--- config.mk ---
export PLATFORM = sky130hd
export DESIGN_NAME = eeprom_ctrl_top
export DESIGN_NICKNAME = d
export VERILOG_FILES = /design/src/eeprom_bus_pkg.sv /design/src/eeprom_host_pkg.sv /design/src/eeprom_req_decode.sv /design/src/eeprom_seq_ctrl.sv /design/src/i2c_bit_engine.sv /design/src/eeprom_result.sv /design/src/eeprom_ctrl_top.sv
export VERILOG_INCLUDE_DIRS = /design/src
export SDC_FILE = /design/constraint.sdc
export NUM_CORES = 1
export LEC_CHECK = 0
export BUFFER_PORTS_ARGS = -buffer_cell sky130_fd_sc_hd__buf_2
export CAP_MARGIN = 20
export CORE_UTILIZATION = 35
export CTS_CLUSTER_DIAMETER = 120
export DETAILED_ROUTE_END_ITERATION = 8
export PLACE_DENSITY_LB_ADDON = 0.25
export SYNTH_ARGS = -nofsm -noshare
export SYNTH_HDL_FRONTEND = slang
export SYNTH_SLANG_ARGS = --single-unit
--- constraint.sdc ---
create_clock -name CLK -period 2.8 [get_ports CLK]
set_input_delay 0.56 -clock CLK [delete_from_list [all_inputs] [get_ports CLK]]
set_output_delay 0.56 -clock CLK [all_outputs]
set_load 0.01 [all_outputs]
--- src/eeprom_macros.svh ---
`ifndef EEPROM_MACROS_SVH
`define EEPROM_MACROS_SVH

// CLK cycles per quarter of an SCL period, 2 or more
`define EE_QUARTER 5

`define EE_DEV_CODE 4'b1010 // 24Cxx device type

`define EE_ADDR_W 11
`define EE_BLOCK_W 3 // address bits carried in the control byte

`endif

--- src/eeprom_bus_pkg.sv ---
package eeprom_bus_pkg;

    typedef logic [7:0] bus_byte_t;

    typedef enum logic [2:0]
    {
        BUS_START,
        BUS_RESTART,
        BUS_STOP,
        BUS_WRITE,
        BUS_READ
    } bus_op_e;

    typedef struct packed
    {
        bus_op_e   op;
        bus_byte_t data; // byte to send for BUS_WRITE
        logic      nack; // bit driven after BUS_READ
    } bus_cmd_t;

    typedef struct packed
    {
        bus_byte_t data; // received byte
        logic      nack; // sampled acknowledge, 1 = not acked
    } bus_done_t;

endpackage

--- src/eeprom_host_pkg.sv ---
`include "eeprom_macros.svh"

package eeprom_host_pkg;

    typedef logic [`EE_ADDR_W-1:0] ee_addr_t;
    typedef logic [7:0] ee_data_t;

    typedef struct packed
    {
        logic     rd;   // 1 = random read
        ee_addr_t addr;
        ee_data_t data; // write only
    } ee_req_t;

    typedef struct packed
    {
        logic     rd;
        ee_data_t data; // zero for writes
        logic     nack; // slave failed to acknowledge
    } ee_rsp_t;

endpackage

--- src/eeprom_req_decode.sv ---
`timescale 1ns/1ps
`include "eeprom_macros.svh"

module eeprom_req_decode
(
    input  logic                      CLK,
    input  logic                      RESET,
    input  logic                      req_valid,
    input  eeprom_host_pkg::ee_req_t  req,
    input  logic                      busy,
    output logic                      txn_start,
    output logic                      is_read,
    output eeprom_bus_pkg::bus_byte_t ctrl_wr_byte,
    output eeprom_bus_pkg::bus_byte_t ctrl_rd_byte,
    output eeprom_bus_pkg::bus_byte_t addr_byte,
    output eeprom_bus_pkg::bus_byte_t data_byte
);
    eeprom_host_pkg::ee_req_t req_q;
    logic                     accept;

    assign accept = req_valid && !busy; // strobes while busy are dropped

    always_ff @(posedge CLK)
    begin
        if (RESET)
            txn_start <= 1'b0;
        else
            txn_start <= accept;
    end

    always_ff @(posedge CLK)
    begin
        if (accept)
            req_q <= req;
    end

    // block select rides in the control byte
    assign is_read      = req_q.rd;
    assign ctrl_wr_byte = {`EE_DEV_CODE, req_q.addr[`EE_ADDR_W-1 -: `EE_BLOCK_W], 1'b0};
    assign ctrl_rd_byte = {`EE_DEV_CODE, req_q.addr[`EE_ADDR_W-1 -: `EE_BLOCK_W], 1'b1};
    assign addr_byte    = req_q.addr[`EE_ADDR_W-`EE_BLOCK_W-1:0];
    assign data_byte    = req_q.data;

endmodule

--- src/eeprom_seq_ctrl.sv ---
`timescale 1ns/1ps

module eeprom_seq_ctrl
(
    input  logic                      CLK,
    input  logic                      RESET,
    input  logic                      txn_start,
    input  logic                      is_read,
    input  eeprom_bus_pkg::bus_byte_t ctrl_wr_byte,
    input  eeprom_bus_pkg::bus_byte_t ctrl_rd_byte,
    input  eeprom_bus_pkg::bus_byte_t addr_byte,
    input  eeprom_bus_pkg::bus_byte_t data_byte,
    input  logic                      done_valid,
    output logic                      cmd_valid,
    output eeprom_bus_pkg::bus_cmd_t  cmd,
    output logic                      clear,
    output logic                      finish,
    output logic                      busy
);
    typedef enum logic [3:0]
    {
        S_IDLE,
        S_START,
        S_CTRL,
        S_ADDR,
        S_DATA,
        S_RESTART,
        S_RD_CTRL,
        S_RD_BYTE,
        S_STOP
    } seq_state_e;

    seq_state_e state;
    seq_state_e next_state;

    // a nack does not shorten the sequence, stop always goes out
    always_comb
    begin
        case (state)
            S_START:   next_state = S_CTRL;
            S_CTRL:    next_state = S_ADDR;
            S_ADDR:    next_state = is_read ? S_RESTART : S_DATA;
            S_DATA:    next_state = S_STOP;
            S_RESTART: next_state = S_RD_CTRL;
            S_RD_CTRL: next_state = S_RD_BYTE;
            S_RD_BYTE: next_state = S_STOP;
            default:   next_state = S_IDLE;
        endcase
    end

    always_comb
    begin
        cmd.op   = eeprom_bus_pkg::BUS_WRITE;
        cmd.data = '0;
        cmd.nack = 1'b0;
        case (state)
            S_START:   cmd.op = eeprom_bus_pkg::BUS_START;
            S_CTRL:    cmd.data = ctrl_wr_byte;
            S_ADDR:    cmd.data = addr_byte;
            S_DATA:    cmd.data = data_byte;
            S_RESTART: cmd.op = eeprom_bus_pkg::BUS_RESTART;
            S_RD_CTRL: cmd.data = ctrl_rd_byte;
            S_RD_BYTE:
            begin
                cmd.op   = eeprom_bus_pkg::BUS_READ;
                cmd.nack = 1'b1; // single byte, master nacks
            end
            default:   cmd.op = eeprom_bus_pkg::BUS_STOP;
        endcase
    end

    assign finish = (state == S_STOP) && done_valid;
    assign busy   = (state != S_IDLE) || txn_start;

    always_ff @(posedge CLK)
    begin
        if (RESET)
        begin
            state     <= S_IDLE;
            cmd_valid <= 1'b0;
            clear     <= 1'b0;
        end
        else
        begin
            cmd_valid <= 1'b0;
            clear     <= 1'b0;
            if (state == S_IDLE)
            begin
                if (txn_start)
                begin
                    state     <= S_START;
                    cmd_valid <= 1'b1;
                    clear     <= 1'b1;
                end
            end
            else if (done_valid)
            begin
                state     <= next_state;
                cmd_valid <= (next_state != S_IDLE);
            end
        end
    end

    cmd_single_cycle: assert property (@(posedge CLK) disable iff (RESET)
        cmd_valid |=> !cmd_valid);

endmodule

--- src/i2c_bit_engine.sv ---
`timescale 1ns/1ps
`include "eeprom_macros.svh"

module i2c_bit_engine
(
    input  logic                      CLK,
    input  logic                      RESET,
    input  logic                      cmd_valid,
    input  eeprom_bus_pkg::bus_cmd_t  cmd,
    output logic                      done_valid,
    output eeprom_bus_pkg::bus_done_t done,
    output logic                      scl,
    output logic                      sda_oe,
    input  logic                      sda_in
);
    localparam int QW = $clog2(`EE_QUARTER);

    typedef enum logic [2:0]
    {
        E_IDLE,
        E_START,
        E_RESTART,
        E_STOP,
        E_WRITE,
        E_READ
    } eng_state_e;

    eng_state_e                state;
    eng_state_e                op_state;
    logic [QW-1:0]             qcnt;
    logic [1:0]                phase; // quarter within the slot
    logic [3:0]                bitn;  // 8 is the ack slot
    eeprom_bus_pkg::bus_byte_t shreg;
    logic                      ack_bit;
    logic                      nack_q;
    logic                      q_last;
    logic                      slot_last;
    logic                      cmd_last;
    logic                      bit_op;
    logic                      sample;
    logic                      scl_c;
    logic                      sda_c;
    logic                      bit_slot;

    assign q_last    = (qcnt == QW'(`EE_QUARTER - 1));
    assign slot_last = q_last && (phase == 2'd3);
    assign bit_op    = (state == E_WRITE) || (state == E_READ);
    assign cmd_last  = slot_last && (!bit_op || bitn == 4'd8);
    assign sample    = bit_op && (phase == 2'd1) && (qcnt == '0); // scl rising

    always_comb
    begin
        case (cmd.op)
            eeprom_bus_pkg::BUS_START:   op_state = E_START;
            eeprom_bus_pkg::BUS_RESTART: op_state = E_RESTART;
            eeprom_bus_pkg::BUS_STOP:    op_state = E_STOP;
            eeprom_bus_pkg::BUS_WRITE:   op_state = E_WRITE;
            default:                     op_state = E_READ;
        endcase
    end

    // scl high in the middle two quarters of a bit slot
    always_comb
    begin
        scl_c = (phase == 2'd1) || (phase == 2'd2);
        sda_c = 1'b0;
        case (state)
            E_START:
            begin
                scl_c = (phase != 2'd3);
                sda_c = (phase != 2'd0); // sda falls with scl high
            end
            E_RESTART: sda_c = phase[1];
            E_STOP:
            begin
                scl_c = (phase != 2'd0);
                sda_c = !phase[1]; // release with scl high
            end
            E_WRITE:   sda_c = (bitn != 4'd8) && !shreg[7];
            E_READ:    sda_c = (bitn == 4'd8) && !ack_bit;
            default:   scl_c = 1'b1;
        endcase
    end

    always_ff @(posedge CLK)
    begin
        if (RESET)
        begin
            state      <= E_IDLE;
            qcnt       <= '0;
            phase      <= '0;
            bitn       <= '0;
            done_valid <= 1'b0;
            scl        <= 1'b1;
            sda_oe     <= 1'b0;
            bit_slot   <= 1'b0;
        end
        else
        begin
            done_valid <= 1'b0;
            if (state == E_IDLE)
            begin
                if (cmd_valid)
                begin
                    state <= op_state;
                    qcnt  <= '0;
                    phase <= '0;
                    bitn  <= '0;
                end
            end
            else
            begin
                scl      <= scl_c; // pins hold their level between commands
                sda_oe   <= sda_c;
                bit_slot <= bit_op;
                qcnt     <= q_last ? '0 : qcnt + 1'b1;
                if (q_last)
                    phase <= phase + 1'b1;
                if (slot_last)
                    bitn <= bitn + 1'b1;
                if (cmd_last)
                begin
                    state      <= E_IDLE;
                    done_valid <= 1'b1;
                end
            end
        end
    end

    always_ff @(posedge CLK)
    begin
        if (state == E_IDLE && cmd_valid)
        begin
            shreg   <= cmd.data;
            ack_bit <= cmd.nack;
            nack_q  <= 1'b0;
        end
        else if (sample)
        begin
            if (bitn == 4'd8)
                nack_q <= sda_in;
            else if (state == E_READ)
                shreg <= {shreg[6:0], sda_in};
        end
        else if (slot_last && state == E_WRITE)
            shreg <= {shreg[6:0], 1'b0}; // msb first
    end

    assign done.data = shreg;
    assign done.nack = nack_q;

    cmd_when_idle: assert property (@(posedge CLK) disable iff (RESET)
        cmd_valid |-> state == E_IDLE);

    sda_stable_scl_high: assert property (@(posedge CLK) disable iff (RESET)
        (scl && $past(scl) && bit_slot && $past(bit_slot)) |-> $stable(sda_oe));

endmodule

--- src/eeprom_result.sv ---
`timescale 1ns/1ps

module eeprom_result
(
    input  logic                      CLK,
    input  logic                      RESET,
    input  logic                      clear,
    input  logic                      is_read,
    input  logic                      done_valid,
    input  eeprom_bus_pkg::bus_done_t done,
    input  logic                      finish,
    output logic                      rsp_valid,
    output eeprom_host_pkg::ee_rsp_t  rsp
);
    logic [2:0]                 cnt; // completions so far
    logic                       nack_q;
    logic                       rd_slot;
    eeprom_host_pkg::ee_data_t  rd_data;

    // start, ctrl, addr, restart, rd ctrl, then the data byte
    assign rd_slot = is_read && (cnt == 3'd5);

    always_ff @(posedge CLK)
    begin
        if (RESET)
        begin
            cnt       <= '0;
            nack_q    <= 1'b0;
            rsp_valid <= 1'b0;
        end
        else
        begin
            rsp_valid <= finish;
            if (clear)
            begin
                cnt    <= '0;
                nack_q <= 1'b0;
            end
            else if (done_valid)
            begin
                cnt <= cnt + 1'b1;
                if (!rd_slot)
                    nack_q <= nack_q | done.nack; // read ack is our own nack
            end
        end
    end

    always_ff @(posedge CLK)
    begin
        if (done_valid && rd_slot)
            rd_data <= done.data;
    end

    always_comb
    begin
        rsp.rd   = is_read;
        rsp.data = is_read ? rd_data : '0;
        rsp.nack = nack_q;
    end

endmodule

--- src/eeprom_ctrl_top.sv ---
`timescale 1ns/1ps

module eeprom_ctrl_top
(
    input  logic                     CLK,
    input  logic                     RESET,
    input  logic                     req_valid,
    input  eeprom_host_pkg::ee_req_t req,
    output logic                     rsp_valid,
    output eeprom_host_pkg::ee_rsp_t rsp,
    output logic                     busy,
    output logic                     scl,
    output logic                     sda_oe,  // high pulls sda low
    input  logic                     sda_in
);
    logic                      txn_start;
    logic                      is_read;
    eeprom_bus_pkg::bus_byte_t ctrl_wr_byte;
    eeprom_bus_pkg::bus_byte_t ctrl_rd_byte;
    eeprom_bus_pkg::bus_byte_t addr_byte;
    eeprom_bus_pkg::bus_byte_t data_byte;
    logic                      cmd_valid;
    eeprom_bus_pkg::bus_cmd_t  cmd;
    logic                      done_valid;
    eeprom_bus_pkg::bus_done_t done;
    logic                      clear;
    logic                      finish;

    eeprom_req_decode decode_i
    (
        .CLK          (CLK),
        .RESET        (RESET),
        .req_valid    (req_valid),
        .req          (req),
        .busy         (busy),
        .txn_start    (txn_start),
        .is_read      (is_read),
        .ctrl_wr_byte (ctrl_wr_byte),
        .ctrl_rd_byte (ctrl_rd_byte),
        .addr_byte    (addr_byte),
        .data_byte    (data_byte)
    );

    eeprom_seq_ctrl seq_i
    (
        .CLK          (CLK),
        .RESET        (RESET),
        .txn_start    (txn_start),
        .is_read      (is_read),
        .ctrl_wr_byte (ctrl_wr_byte),
        .ctrl_rd_byte (ctrl_rd_byte),
        .addr_byte    (addr_byte),
        .data_byte    (data_byte),
        .done_valid   (done_valid),
        .cmd_valid    (cmd_valid),
        .cmd          (cmd),
        .clear        (clear),
        .finish       (finish),
        .busy         (busy)
    );

    i2c_bit_engine engine_i
    (
        .CLK        (CLK),
        .RESET      (RESET),
        .cmd_valid  (cmd_valid),
        .cmd        (cmd),
        .done_valid (done_valid),
        .done       (done),
        .scl        (scl),
        .sda_oe     (sda_oe),
        .sda_in     (sda_in)
    );

    eeprom_result result_i
    (
        .CLK        (CLK),
        .RESET      (RESET),
        .clear      (clear),
        .is_read    (is_read),
        .done_valid (done_valid),
        .done       (done),
        .finish     (finish),
        .rsp_valid  (rsp_valid),
        .rsp        (rsp)
    );

endmodule

==> results.toml <==
[global_routing]
antenna_found_initial = 0
grt_pass1_vias = 1969
grt_overflow_total = 0
grt_max_degree = 25
grt_pass1_wl_um = 9490
grt_usage_pct = 14.3

[setup_path]
arrival_ns = 1.78
worstSetupStartpointType = "flop"
cp.required_ns = 2.24
r2r_start = "seq_i.state[0]$_SDFFE_PP0P_"
rrSetupSlack_ns = 0.80
criticalPathCategory = "flop to output port"
reg2reg_depth = 4
crit_fanout = 17
r2r-end = "decode_i.is_read$_DFFE_PP_"
critPathCaptureType = "output port"

[yosys]
ys_seq_area_share_pct = 56.8
synth_most_common_cell = "edfxtp_1"
synth_cell_type_count = 49
synth-edff-count = 37
synth_area_leaders = "edfxtp_1 (38%), dfxtp_1 (19%), ha_1 (4.2%)"
ys_ff_latch = 65
syn_area_um2 = 2940
yosys-top-cells-count = "edfxtp_1 (37), dfxtp_1 (28), nor2_1 (22)"
yosysWarnings = 0
synth.net_count = 294
yosysTopAreaCell = "edfxtp_1"
netlist_instances = 260
ys.flop_type = "edfxtp_1"
avgSynthCellArea_um2 = 11.3
synth.top_cell.area_share_pct = 37.7
async_flop_share_pct = 0

[timing]
finalHoldViolCount = 0
max_freq_mhz = 428
rsz0062_at_grt = "no"
setup_tns_ns = 0
timing.final.max_slew_violations = 0
period_minus_slack_ns = 2.34
maxSlewHeadroom_pct = 51.6
fin_crit_sh_pct = 83.4
finalClockSkew_ns = 0.0100
tightest_slew_ns = 0.723
setup_viol = 0

[min_path]
hold_path_end = "decode_i.ctrl_rd_byte[2]$_DFFE_PP_"
whs_path_depth = 1
hp-class = "primary input to flop"
min_from = "req[17]"

[power_and_ir_drop]
clockPowerShare_pct = 40.6
combinationalPowerShare_pct = 8.3
p_leak_nw = 1.29
p_switching_mw = 0.511
power.density_nw_per_um2 = 629
switching_share_pct = 23.7
power_frac_seq_pct = 51.1
peakVddDrop_v = 0.000363
p_int_mw = 1.64

[clock_network]
cts_root_buffer = "clkbuf_8"
hold_buffers = 0
clk_pin_slew_ns = 0.08
cts_buffers = 9
h-tree-depth = 3
clk_path_buf_depth = 2
post_cts_buffers = 0
insertion_delay_ns = 0.35
cts_tree = "built"
numClockSinks = 65
cts-resized-gates = 0

[layout]
fill_cells = 809
fin_area_um2 = 3420
drive_gt1_share_pct = 21.8
stdcell_count = 408
synthToLayoutAreaGrowth_pct = 16.2
fin_nets = 332
num_antenna_cells = 0

[place]
place.gp.congestion = 0.820
dp_hpwl_um = 4020
dp_cells = 392
io_buffers = 37
placed_cell_area_um2 = 3200

[die]
io_pins = 38
fp.dieH_um = 93.7
dieArea_um2 = 8780
core_um2 = 8180
num_rows = 33
initial_core_util_pct = 36.0
die_w_um = 93.7

[route]
vias_per_cell = 4.97
drc = 0
finalWirelength_um = 5720
drtAntennaViolNets = 0
wire_per_inst_um = 14.0
drt-pass1-iter-count = 4
num_vias = 2029
drt-initial-drc-count = 95

[job]
cap_violations = 0

[outcome]
status = "finished, final reports clean"
## layer usage
layer / vias up / global-route usage (%) / part of all wire, %
met3: 11 / 2.83 / 2.9
met4: 0 / 8.08 / 2.4
li1: 1020 / - / -
met1: 962 / 19.5 / 49
met5: - / 0 / 0
met2: 36 / 21.0 / 45
## cells by family after synthesis
logic type                 count (synthesis)  synth area share, %
AOI/OAI and AO/OA                         60                 13.9
xor gates and xnor gates                   3                0.893
adders and majority gates                 10                 4.25
buffers and inverters                     26                 4.46
DFF                                       65                 56.8
muxes                                      8                 3.27
and+or+nand+nor                           88                 16.4
## metrics by stage
step	utilization (%)	total power [mW]	setup slack, ns	hold WS, ns
5_1_grt	41.9	2.24	0.290	0.364
6_report	41.9	2.15	0.464	0.383
2_1_floorplan	-	1.24	0.820	0.427
4_1_cts	41.9	2.17	0.458	0.369
3_3_place_gp	39.2	1.30	0.895	0.441
3_5_place_dp	39.2	1.30	0.812	0.447
## how the worst max path moves through the flow
stage	start	to	slack (ns)
floorplan	engine_i.state[2]$_SDFFE_PP0P_	engine_i.shreg[0]$_DFFE_PP_	0.82
global placement	seq_i.state[0]$_SDFFE_PP0P_	busy	0.89
detailed placement	seq_i.state[0]$_SDFFE_PP0P_	decode_i.data_byte[3]$_DFFE_PP_	0.81
CTS	seq_i.state[0]$_SDFFE_PP0P_	busy	0.46
global route	seq_i.state[0]$_SDFFE_PP0P_	busy	0.29
finish	seq_i.state[0]$_SDFFE_PP0P_	busy	0.46
## worst max-delay path, stage by stage (launching register included)
cell,delay (ns)
dfxtp_1,0.46
or2_2,0.40
nor4_1,0.36
inv_1,0.07
buf_2,0.15
## power groups by stage
stage	clock network, mW	registers, mW	logic (mW)
2_1_floorplan	0	1.10	0.135
3_3_place_gp	0	1.12	0.176
3_5_place_dp	0	1.12	0.179
4_1_cts	0.891	1.10	0.181
5_1_grt	0.934	1.11	0.201
6_report	0.875	1.10	0.179
## registers in the layout, summed over array words and instances (netlist names), 2 cells and up
register / flops
decode_i.addr_byte: 8
decode_i.ctrl_rd_byte: 3
decode_i.data_byte: 8
engine_i.bitn: 4
engine_i.phase: 2
engine_i.qcnt: 3
engine_i.shreg: 8
engine_i.state: 3
result_i.cnt: 3
result_i.rd_data: 8
seq_i.state: 4
## cell type report
cell class / count / area (um^2) / share of cell area [%]
repair buffers: 39 / 200 / 5.85
well taps: 105 / 131 / 3.84
multi-input cells: 169 / 1140 / 33.3
flip-flops and latches: 65 / 1670 / 48.8
inverters: 14 / 57.6 / 1.68
clock buffers: 10 / 128 / 3.73
clock inverters: 6 / 92.6 / 2.71
## layout by cell type, fill, tap and decap left out, types with 3 or more instances in the layout
master,n
a31oi_1,3
inv_1,13
clkinv_4,3
o2bb2ai_1,3
nor3_1,9
edfxtp_1,37
nand3_1,6
nand3b_1,3
a22o_1,8
a21oi_1,20
nand2b_1,3
ha_1,10
o21ai_0,10
buf_2,37
mux2i_1,7
nor2b_1,8
nor2_1,22
nand2_1,13
clkbuf_8,9
dfxtp_1,28
and2_1,9
a32o_1,4
No activity file was read; power rests on OpenSTA's default activity.
